[src/hw/cache_consts.svh]
`ifndef CACHE_CONSTS_SVH
`define CACHE_CONSTS_SVH

// front-end and memory widths
`define ADDR_W      16
`define DATA_W      32
`define NBYTES_W    2   // byte offset inside a word

// line geometry: 4 words per line, 16 lines
`define OFFSET_W    2   // word-in-line bits, also sets the burst length
`define INDEX_W     4
`define TAG_W       8   // ADDR_W - INDEX_W - OFFSET_W - NBYTES_W

// AXI read id, fixed since only one burst is ever in flight
`define AXI_ID      0
`define AXI_ID_W    1

`endif

[src/hw/axi_pkg.sv]
`default_nettype none

package axi_pkg;

    // ARBURST encoding, 2'b11 is reserved
    typedef enum logic [1:0] {
        fixed = 2'b00,
        incr  = 2'b01,
        wrap  = 2'b10
    } axi_burst_t;

    // RRESP encoding
    typedef enum logic [1:0] {
        okay   = 2'b00,
        exokay = 2'b01,
        slverr = 2'b10,
        decerr = 2'b11
    } axi_resp_t;

endpackage

`default_nettype wire

[src/hw/cache_pkg.sv]
`default_nettype none

package cache_pkg;

    // front-end controller
    typedef enum logic [1:0] {
        lookup,
        miss_wait,      // refill engine busy
        refill_read     // one cycle to read the freshly filled word
    } ctrl_state_t;

    // AXI line refill engine
    typedef enum logic [1:0] {
        idle,
        init_process,   // address phase
        load_process,   // data beats
        end_process     // settle cycle, retry on error
    } refill_state_t;

endpackage

`default_nettype wire

[src/hw/cache_ctrl.sv]
`timescale 1ns/1ps
`default_nettype none

`include "cache_consts.svh"

module cache_ctrl
    import cache_pkg::*;
(
    input  wire                             clk,
    input  wire                             reset,
    input  wire                             req,
    input  wire  [`ADDR_W-1:0]              addr,
    output logic                            ready,
    output logic                            resp_valid,
    output logic [`INDEX_W-1:0]             lookup_index,
    output logic [`TAG_W-1:0]               lookup_tag,
    input  wire                             hit,
    output logic [`INDEX_W-1:0]             rd_index,
    output logic [`OFFSET_W-1:0]            rd_offset,
    output logic                            replace_valid,
    output logic [`TAG_W+`INDEX_W-1:0]      replace_addr,
    input  wire                             replace
);

    ctrl_state_t state;
    logic        lat_valid;                         // a request is waiting for its answer
    logic [`ADDR_W-1:`NBYTES_W] lat_addr;           // word address of that request
    logic        miss;

    // address fields of the latched request
    assign lookup_tag   = lat_addr[`ADDR_W-1 -: `TAG_W];
    assign lookup_index = lat_addr[`NBYTES_W+`OFFSET_W +: `INDEX_W];
    assign replace_addr = lat_addr[`ADDR_W-1 -: `TAG_W+`INDEX_W];

    // the data read starts on the request edge itself or rereads after a refill
    always_comb begin
        if (state == miss_wait) begin
            rd_index  = lookup_index;
            rd_offset = lat_addr[`NBYTES_W +: `OFFSET_W];
        end else begin
            rd_index  = addr[`NBYTES_W+`OFFSET_W +: `INDEX_W];
            rd_offset = addr[`NBYTES_W +: `OFFSET_W];
        end
    end

    assign miss          = (state == lookup) && lat_valid && !hit;
    assign replace_valid = miss;   // single cycle since the FSM leaves lookup on the next edge

    assign ready      = ((state == lookup) && !miss) || (state == refill_read);
    assign resp_valid = ((state == lookup) && lat_valid && hit) || (state == refill_read);

    always_ff @(posedge clk or posedge reset) begin
        if (reset) begin
            state     <= lookup;
            lat_valid <= 1'b0;
        end else begin
            case (state)
                lookup: begin
                    if (miss)
                        state <= miss_wait;     // keep the request latched
                    else
                        lat_valid <= req;
                end
                miss_wait: begin
                    // replace is already high on the first cycle here
                    if (!replace)
                        state <= refill_read;
                end
                refill_read: begin
                    state     <= lookup;
                    lat_valid <= req;
                end
                default: state <= lookup;
            endcase
        end
    end

    always_ff @(posedge clk) begin
        if (req && ready)
            lat_addr <= addr[`ADDR_W-1:`NBYTES_W];
    end

    // the strobe has no back-pressure so ready has to be respected
    assert property (@(posedge clk) disable iff (reset)
        req |-> ready)
        else $error("request strobed while ready is low");

    // a miss answers only after the refill is done
    assert property (@(posedge clk) disable iff (reset)
        replace |-> !resp_valid)
        else $error("response raised while waiting for a refill");

endmodule

`default_nettype wire

[src/hw/cache_data_store.sv]
`timescale 1ns/1ps
`default_nettype none

`include "cache_consts.svh"

module cache_data_store (
    input  wire                     clk,
    input  wire                     word_we,
    input  wire  [`INDEX_W-1:0]     wr_index,
    input  wire  [`OFFSET_W-1:0]    wr_offset,
    input  wire  [`DATA_W-1:0]      wdata,
    input  wire  [`INDEX_W-1:0]     rd_index,
    input  wire  [`OFFSET_W-1:0]    rd_offset,
    output logic [`DATA_W-1:0]      rdata
);

    localparam int DEPTH = 1 << (`INDEX_W + `OFFSET_W);  // 64 words

    logic [`DATA_W-1:0] mem [DEPTH];

    // one word per refill beat
    always_ff @(posedge clk) begin
        if (word_we)
            mem[{wr_index, wr_offset}] <= wdata;
    end

    // registered read, one cycle of latency
    always_ff @(posedge clk) begin
        rdata <= mem[{rd_index, rd_offset}];
    end

endmodule

`default_nettype wire

[src/hw/cache_refill_axi.sv]
`timescale 1ns/1ps
`default_nettype none

`include "cache_consts.svh"

module cache_refill_axi
    import cache_pkg::*;
    import axi_pkg::*;
(
    input  wire                             clk,
    input  wire                             reset,
    input  wire                             replace_valid,
    input  wire  [`TAG_W+`INDEX_W-1:0]      replace_addr,   // tag and index of the line
    output logic                            replace,
    output logic                            line_done,
    output logic                            read_valid,
    output logic [`OFFSET_W-1:0]            read_addr,
    output logic [`DATA_W-1:0]              read_rdata,
    output logic                            arvalid,
    output logic [`ADDR_W-1:0]              araddr,
    output logic [7:0]                      arlen,
    output logic [2:0]                      arsize,
    output axi_burst_t                      arburst,
    output logic [`AXI_ID_W-1:0]            arid,
    input  wire                             arready,
    input  wire                             rvalid,
    input  wire  [`DATA_W-1:0]              rdata,
    input  wire  axi_resp_t                 rresp,
    input  wire                             rlast,
    output logic                            rready
);

    refill_state_t state;
    logic          slave_error;  // sticky over the burst, a burst cannot be cut short

    // burst fields never change, one whole line per burst
    assign arid    = `AXI_ID_W'(`AXI_ID);
    assign arlen   = 8'((1 << `OFFSET_W) - 1);      // 4 beats
    assign arsize  = 3'(`NBYTES_W);                 // full-width beats
    assign arburst = incr;
    assign araddr  = {replace_addr, {(`OFFSET_W + `NBYTES_W){1'b0}}};

    // beats go straight into the data store
    assign read_rdata = rdata;
    assign read_valid = rvalid && rready;

    always_ff @(posedge clk or posedge reset) begin
        if (reset) begin
            state       <= idle;
            read_addr   <= '0;
            slave_error <= 1'b0;
        end else begin
            case (state)
                idle: begin
                    read_addr   <= '0;
                    slave_error <= 1'b0;
                    if (replace_valid)
                        state <= init_process;
                end
                init_process: begin
                    // also the restart point after a failed burst
                    read_addr   <= '0;
                    slave_error <= 1'b0;
                    if (arready)
                        state <= load_process;
                end
                load_process: begin
                    if (rvalid) begin
                        if (rresp != okay)
                            slave_error <= 1'b1;   // finish the burst, then retry
                        if (rlast)
                            state <= end_process;  // offset stays on the last word
                        else
                            read_addr <= read_addr + 1'b1;
                    end
                end
                default: begin
                    // end_process covers the data store write of the last beat
                    if (slave_error)
                        state <= init_process;
                    else
                        state <= idle;
                end
            endcase
        end
    end

    assign replace   = (state != idle);
    assign arvalid   = (state == init_process);
    assign rready    = (state == load_process);
    assign line_done = (state == end_process) && !slave_error;  // tag is written only on a clean burst

    // the slave may only close a burst that was actually issued
    assert property (@(posedge clk) disable iff (reset)
        (rvalid && rlast) |-> (state == load_process))
        else $error("rlast beat seen outside of a refill burst");

    // the controller must wait for the running refill to finish
    assert property (@(posedge clk) disable iff (reset)
        replace_valid |-> !replace)
        else $error("refill requested while a refill is still running");

endmodule

`default_nettype wire

[src/hw/cache_tag_store.sv]
`timescale 1ns/1ps
`default_nettype none

`include "cache_consts.svh"

module cache_tag_store (
    input  wire                     clk,
    input  wire                     reset,
    input  wire  [`INDEX_W-1:0]     lookup_index,
    input  wire  [`TAG_W-1:0]       lookup_tag,
    output logic                    hit,
    input  wire  [`INDEX_W-1:0]     fill_index,
    input  wire  [`TAG_W-1:0]       fill_tag,
    input  wire                     line_done
);

    localparam int NLINES = 1 << `INDEX_W;

    logic [`TAG_W-1:0] tags [NLINES];
    logic [NLINES-1:0] valid;

    // reset invalidates the whole cache at once
    always_ff @(posedge clk or posedge reset) begin
        if (reset)
            valid <= '0;
        else if (line_done)
            valid[fill_index] <= 1'b1;
    end

    always_ff @(posedge clk) begin
        if (line_done)
            tags[fill_index] <= fill_tag;
    end

    // combinational compare, ready in the same cycle as the latched address
    assign hit = valid[lookup_index] && (tags[lookup_index] == lookup_tag);

endmodule

`default_nettype wire

[src/hw/cache_top.sv]
`timescale 1ns/1ps
`default_nettype none

`include "cache_consts.svh"

module cache_top
    import axi_pkg::*;
(
    input  wire                         clk,
    input  wire                         reset,

    // requester side
    input  wire                         req,
    input  wire  [`ADDR_W-1:0]          addr,
    output wire                         ready,
    output wire                         resp_valid,
    output wire  [`DATA_W-1:0]          rdata,

    // AXI read address channel
    output wire                         arvalid,
    input  wire                         arready,
    output wire  [`ADDR_W-1:0]          araddr,
    output wire  [7:0]                  arlen,
    output wire  [2:0]                  arsize,
    output wire  axi_burst_t            arburst,
    output wire  [`AXI_ID_W-1:0]        arid,

    // AXI read data channel, data renamed to keep it apart from the front-end rdata
    input  wire                         rvalid,
    output wire                         rready,
    input  wire  [`DATA_W-1:0]          axi_rdata,
    input  wire  axi_resp_t             rresp,
    input  wire                         rlast
);

    wire [`INDEX_W-1:0]          lookup_index;
    wire [`TAG_W-1:0]            lookup_tag;
    wire                         hit;
    wire [`INDEX_W-1:0]          rd_index;
    wire [`OFFSET_W-1:0]         rd_offset;
    wire                         replace_valid;
    wire [`TAG_W+`INDEX_W-1:0]   replace_addr;
    wire                         replace;
    wire                         line_done;
    wire                         read_valid;
    wire [`OFFSET_W-1:0]         read_addr;
    wire [`DATA_W-1:0]           read_rdata;
    wire [`INDEX_W-1:0]          fill_index;
    wire [`TAG_W-1:0]            fill_tag;

    // the line being refilled, held by the controller for the whole miss
    assign fill_index = replace_addr[`INDEX_W-1:0];
    assign fill_tag   = replace_addr[`TAG_W+`INDEX_W-1:`INDEX_W];

    cache_ctrl u_cache_ctrl (
        .clk           (clk),
        .reset         (reset),
        .req           (req),
        .addr          (addr),
        .ready         (ready),
        .resp_valid    (resp_valid),
        .lookup_index  (lookup_index),
        .lookup_tag    (lookup_tag),
        .hit           (hit),
        .rd_index      (rd_index),
        .rd_offset     (rd_offset),
        .replace_valid (replace_valid),
        .replace_addr  (replace_addr),
        .replace       (replace)
    );

    cache_tag_store u_cache_tag_store (
        .clk          (clk),
        .reset        (reset),
        .lookup_index (lookup_index),
        .lookup_tag   (lookup_tag),
        .hit          (hit),
        .fill_index   (fill_index),
        .fill_tag     (fill_tag),
        .line_done    (line_done)
    );

    cache_data_store u_cache_data_store (
        .clk       (clk),
        .word_we   (read_valid),
        .wr_index  (fill_index),
        .wr_offset (read_addr),
        .wdata     (read_rdata),
        .rd_index  (rd_index),
        .rd_offset (rd_offset),
        .rdata     (rdata)
    );

    cache_refill_axi u_cache_refill_axi (
        .clk           (clk),
        .reset         (reset),
        .replace_valid (replace_valid),
        .replace_addr  (replace_addr),
        .replace       (replace),
        .line_done     (line_done),
        .read_valid    (read_valid),
        .read_addr     (read_addr),
        .read_rdata    (read_rdata),
        .arvalid       (arvalid),
        .araddr        (araddr),
        .arlen         (arlen),
        .arsize        (arsize),
        .arburst       (arburst),
        .arid          (arid),
        .arready       (arready),
        .rvalid        (rvalid),
        .rdata         (axi_rdata),
        .rresp         (rresp),
        .rlast         (rlast),
        .rready        (rready)
    );

endmodule

`default_nettype wire

[config.mk]
export PLATFORM = sky130hd
export DESIGN_NAME = cache_top
export DESIGN_NICKNAME = d
export VERILOG_FILES = /design/src/hw/axi_pkg.sv /design/src/hw/cache_pkg.sv /design/src/hw/cache_ctrl.sv /design/src/hw/cache_data_store.sv /design/src/hw/cache_refill_axi.sv /design/src/hw/cache_tag_store.sv /design/src/hw/cache_top.sv
export VERILOG_INCLUDE_DIRS = /design/src /design/src/hw
export SDC_FILE = /design/constraint.sdc
export NUM_CORES = 2
export LEC_CHECK = 0
export ABC_CLOCK_PERIOD_IN_PS = 11000
export BUFFER_PORTS_ARGS = -buffer_cell sky130_fd_sc_hd__buf_2
export CORE_ASPECT_RATIO = 0.7
export CORE_MARGIN = 2
export CORE_UTILIZATION = 60
export DETAILED_ROUTE_END_ITERATION = 7
export GPL_TIMING_DRIVEN = 0
export PLACE_DENSITY = 0.76
export SLEW_MARGIN = 20
export SYNTH_ARGS = -nofsm -noshare
export SYNTH_HDL_FRONTEND = slang
export SYNTH_SLANG_ARGS = --single-unit
[constraint.sdc]
create_clock -name clk -period 11 [get_ports clk]
set_input_delay 1.1 -clock clk [delete_from_list [all_inputs] [get_ports clk]]
set_output_delay 1.1 -clock clk [all_outputs]
set_load 0.01 [all_outputs]
==> summary.md <==
The kind of critical path is reg2reg. The post-synthesis cell type count was 53; the mean instance size in the synthesized netlist was 21.33 um2. The H-tree was split into 4 levels.

The category of the worst setup path launch point was a register. The logs give 0 for the post-cts gate resize count and 152400 um for the post-detailed-placement half-perimeter wirelength. The family with the most delay on the worst path is compound AO/OA/AOI/OAI gates. The final cycle utilization of the critical path is 0.5003. The die is 322.1 um tall.

The share of synthesized area spent on multiplexers came out at 0.1453. VDD sags by at most 0.1777 mV. For hold timing, the worst endpoint is u_cache_ctrl.lat_addr[13]$_DFFE_PP_. The area fraction in and, or, nand and nor cells after synthesis is 0.02983, and the width of the die is 458.4 um.

For the violation count after the first detailed-route iteration, the log shows 8950. After synthesis, the largest family of logic cells by area is multiplexers. In this run the deepest clock path goes through 3 buffers.

The tool flagged a number of max-cap violations equal to 0. The logs give 116 for the number of placement rows and 45650 for the total vias in the final route. The arrival time of data at the critical path endpoint is 6.14 ns. The worst stage delay on the critical path is 0.95 ns, and the leakage power figure is 30.92 nW. The worst hold path belongs to the class in2reg. Max-slew violation total from the final report: 0. The first global-routing pass estimated 330600 um of wire. The worst setup path is captured at a register. The total negative setup slack is 0 ns, and the power per standard cell area is 233.7 nW/um2. The region available for standard cell placement spans 143300 um2. Static timing analysis puts the maximum clock frequency at 0.1817 GHz. Counting both buffers and inverters, the worst setup path holds a total of 3.

For this run, design rule violations remaining after detail routing come to 2. The XOR/XNOR share of the synthesized area works out to 0.0009091. TritonCTS built the clock tree. Area of the mapped netlist: 86710 um2. Detailed routing placed a total of 101700 um of wire on met2. Once detail routing completed, the nets flagged for antenna violations numbered 0. The iteration count of the initial detailed-routing pass was 8; the sequential cell area fraction in the yosys report was 0.7737. Buffers added to address setup during post-CTS repair amount to 0. Traced cell by cell, the critical path runs through nand2b_1 > buf_6 > mux2i_4 > buf_2 > buf_1 > mux4_2 > a211oi_1 > a31oi_1 > a211oi_1 > a21oi_1. The max-slew headroom at the worst pin was 0.1675; the number of hold-repair buffers added at the cts stage was 0. The checks that failed: DRC. The endpoint identified for the worst register-to-register timing path is u_cache_data_store.rdata[11]$_DFF_P_. Final worst clock skew: 0.03266 ns. At the worst endpoint, the required time is 11.63 ns. During synthesis, Yosys emitted a total of 0 warnings.

The number of I/O port buffers was 101. The share of synthesized registers carrying an async set or reset is 0.01067. The sum of met3 wire segment lengths after detailed routing came out at 39790 um. The wire length per cell after detailed routing was 36.39 um; the final net count was 4542.

The number of enable-type register cells in the synthesized netlist is 2190. Entering global routing, the biggest net connects 65 pins. The number of endpoints with negative hold slack in the final report came out at 0. Relative to the synthesized area, the layout overhead comes to 13.32%. Uppermost metal layer occupied by signal nets: met5. The worst hold path begins at addr[13]. The total design power was 0.02297 W; the met1 layer wirelength in the final routing was 86120 um. The worst register-to-register path begins at u_cache_ctrl.state[0]$_DFFE_PP0P_. At the end of routability-driven placement, the weighted congestion stood at 1.006. Most common cell after layout, fill and taps aside: sky130_fd_sc_hd__edfxtp_1. In this run the worst path has a maximum fanout of 10. Synthesized-area fraction occupied by ao, oa, aoi and oai cells: 0.03121. Setup violations remaining at the end of the flow were counted as 0. Setup repair after global routing left no endpoint under its margin. Most common cell type on the critical path: sky130_fd_sc_hd__a211oi_1. The later pin in the worst-skew pair is clocked with a latency of 0.85 ns.

The run gives 0.3255 as the aggregate global-route resource usage. Tracing the worst setup path back leads to its startpoint at u_cache_ctrl.state[0]$_DFFE_PP0P_. After detailed routing, the total wire length is 237500 um. Buffers inserted during clock tree synthesis total 195. The die covers 147600 um2.

The number of global-route vias before repair is 44200, and the count of boundary I/O pins is 122. Yosys attributes the largest share of cell area to sky130_fd_sc_hd__edfxtp_1 (76%), sky130_fd_sc_hd__mux4_2 (14%), sky130_fd_sc_hd__a211oi_1 (1.4%). The tools report the count of clock tree sinks as 2250.

The slack of the worst reg-to-reg path is 5.50 ns. The shortest clock period the worst path allows after layout works out to 5.503 ns. The tools report the cell count after synthesis as 4065. Summed over all instances, the cell type with the most area after synthesis is sky130_fd_sc_hd__edfxtp_1.

In the routed layout, each cell is associated on average with a via count of 6.995. The tightest hold path in the finished design has a slack of 0.4354 ns. Layout cell share with drive strength beyond 1: 0.2785. The slowest stage of the critical path belongs to the cell sky130_fd_sc_hd__a211oi_1. The primary flip-flop cell chosen by synthesis mapping is sky130_fd_sc_hd__edfxtp_1.

For this run the aggregate overflow at the end of global routing stands at 0. Leaving out fill and tap cells, the most frequent cells in the layout are sky130_fd_sc_hd__edfxtp_1 (2190), sky130_fd_sc_hd__mux4_2 (542), sky130_fd_sc_hd__nand2_1 (269), sky130_fd_sc_hd__clkbuf_16 (202), sky130_fd_sc_hd__clkbuf_1 (171). The tree is rooted in a sky130_fd_sc_hd__clkbuf_16. The top cell type's share of synthesized area is 0.7584, and the filler-free cell count of the finished design is 6526.

The number of placed instances, taps included, is 6171. The flow ran to the end, but the final reports show violations. The worst-margin pin slew is 1.243 ns.

The depth of the worst hold-timing path is 1, and the initial antenna violation count is 18. For the initial cell density of the core, the log shows 0.6053. The length in cells of the worst reg-to-reg path came out at 10.

The register bit count reported by yosys was 2250. Clock-pin slew was measured on the worst setup and hold paths at 0.06 ns. Adder-cell share of the synthesized area: 0.0007215.
[registers in the layout, summed over array words and instances (netlist names), named ones only]
signal	count
u_cache_ctrl.lat_addr	14
u_cache_ctrl.lat_valid	1
u_cache_ctrl.state	2
u_cache_data_store.mem	2048
u_cache_data_store.rdata	32
u_cache_refill_axi.read_addr	2
u_cache_refill_axi.slave_error	1
u_cache_refill_axi.state	2
u_cache_tag_store.tags	128
u_cache_tag_store.valid	16
[cells in the mapped netlist (all sizes together) (6+ instances only)]
| library cell | n |
|---|---|
| xor2 | 6 |
| a211oi | 160 |
| clkbuf | 137 |
| nand2 | 269 |
| and2 | 130 |
| nand3 | 8 |
| mux2i | 31 |
| nand3b | 6 |
| a31oi | 64 |
| nor3 | 6 |
| buf | 141 |
| or2 | 23 |
| mux4 | 542 |
| nor2b | 7 |
| nor2 | 86 |
| a21oi | 70 |
| mux2 | 6 |
| dfxtp | 36 |
| dfrtp | 24 |
| edfxtp | 2190 |
| a22oi | 6 |
| a311oi | 64 |
| inv | 7 |
[final cells by class]
class                      instances  area, um2
antenna                            3      7.507
inverter                           7      26.28
buffer                           278       1574
timing repair buffer             203       2516
sequential                      2250      67080
fill                            8308      44990
clock inverter                    98      651.9
multi-input combinational       1546      18740
clock buffer                     253       5296
tap                             1888       2362
[worst max-delay path by stage]
stage                     slack [ns]  cells after the start                                        to
final                           5.50                     10      u_cache_data_store.rdata[11]$_DFF_P_
after global routing            5.36                     10      u_cache_data_store.rdata[11]$_DFF_P_
after CTS                       5.71                     10      u_cache_data_store.rdata[11]$_DFF_P_
after detailed placement        5.36                      9      u_cache_data_store.rdata[11]$_DFF_P_
after global placement          3.12                      5  u_cache_data_store.mem[48][29]$_DFFE_PP_
after floorplan                 5.77                      4   u_cache_data_store.mem[48][0]$_DFFE_PP_
[where the power goes]
part           switching [W]  internal (W)  leakage [nW]
clock network        0.00307       0.00349          2.93
registers          0.0000855       0.00960          20.3
logic                0.00430       0.00242          7.71
total                0.00746        0.0155          30.9
[logic make-up (layout without fill, tap and decap cells)]
| group | count (synthesis) | count (layout) |
|---|---|---|
| simple gates | 554 | 554 |
| flops | 2250 | 2250 |
| buf+inv | 285 | 839 |
| mux | 579 | 579 |
| fa+ha+maj | 5 | 5 |
| xor+xnor | 9 | 9 |
| compound gates | 381 | 381 |
| other cells | 2 | 21 |
[per-stage QoR]
stage	setup slack, ns	util	cell area [um2]
final	5.497	0.6859	98260
after global routing	5.363	0.6859	98260
after CTS	5.713	0.6855	98200
after detailed placement	5.363	0.6440	92250
after global placement	3.120	0.6257	89640
after floorplan	5.765	-	86770
[per-layer routing]
| layer | vias to the layer above | GRT usage |
|---|---|---|
| li1 | 17690 | - |
| met1 | 23600 | 0.4691 |
| met2 | 3852 | 0.4523 |
| met3 | 497 | 0.1323 |
| met4 | 8 | 0.1212 |
| met5 | - | 0 |
Power figures use the tool's default switching activity.
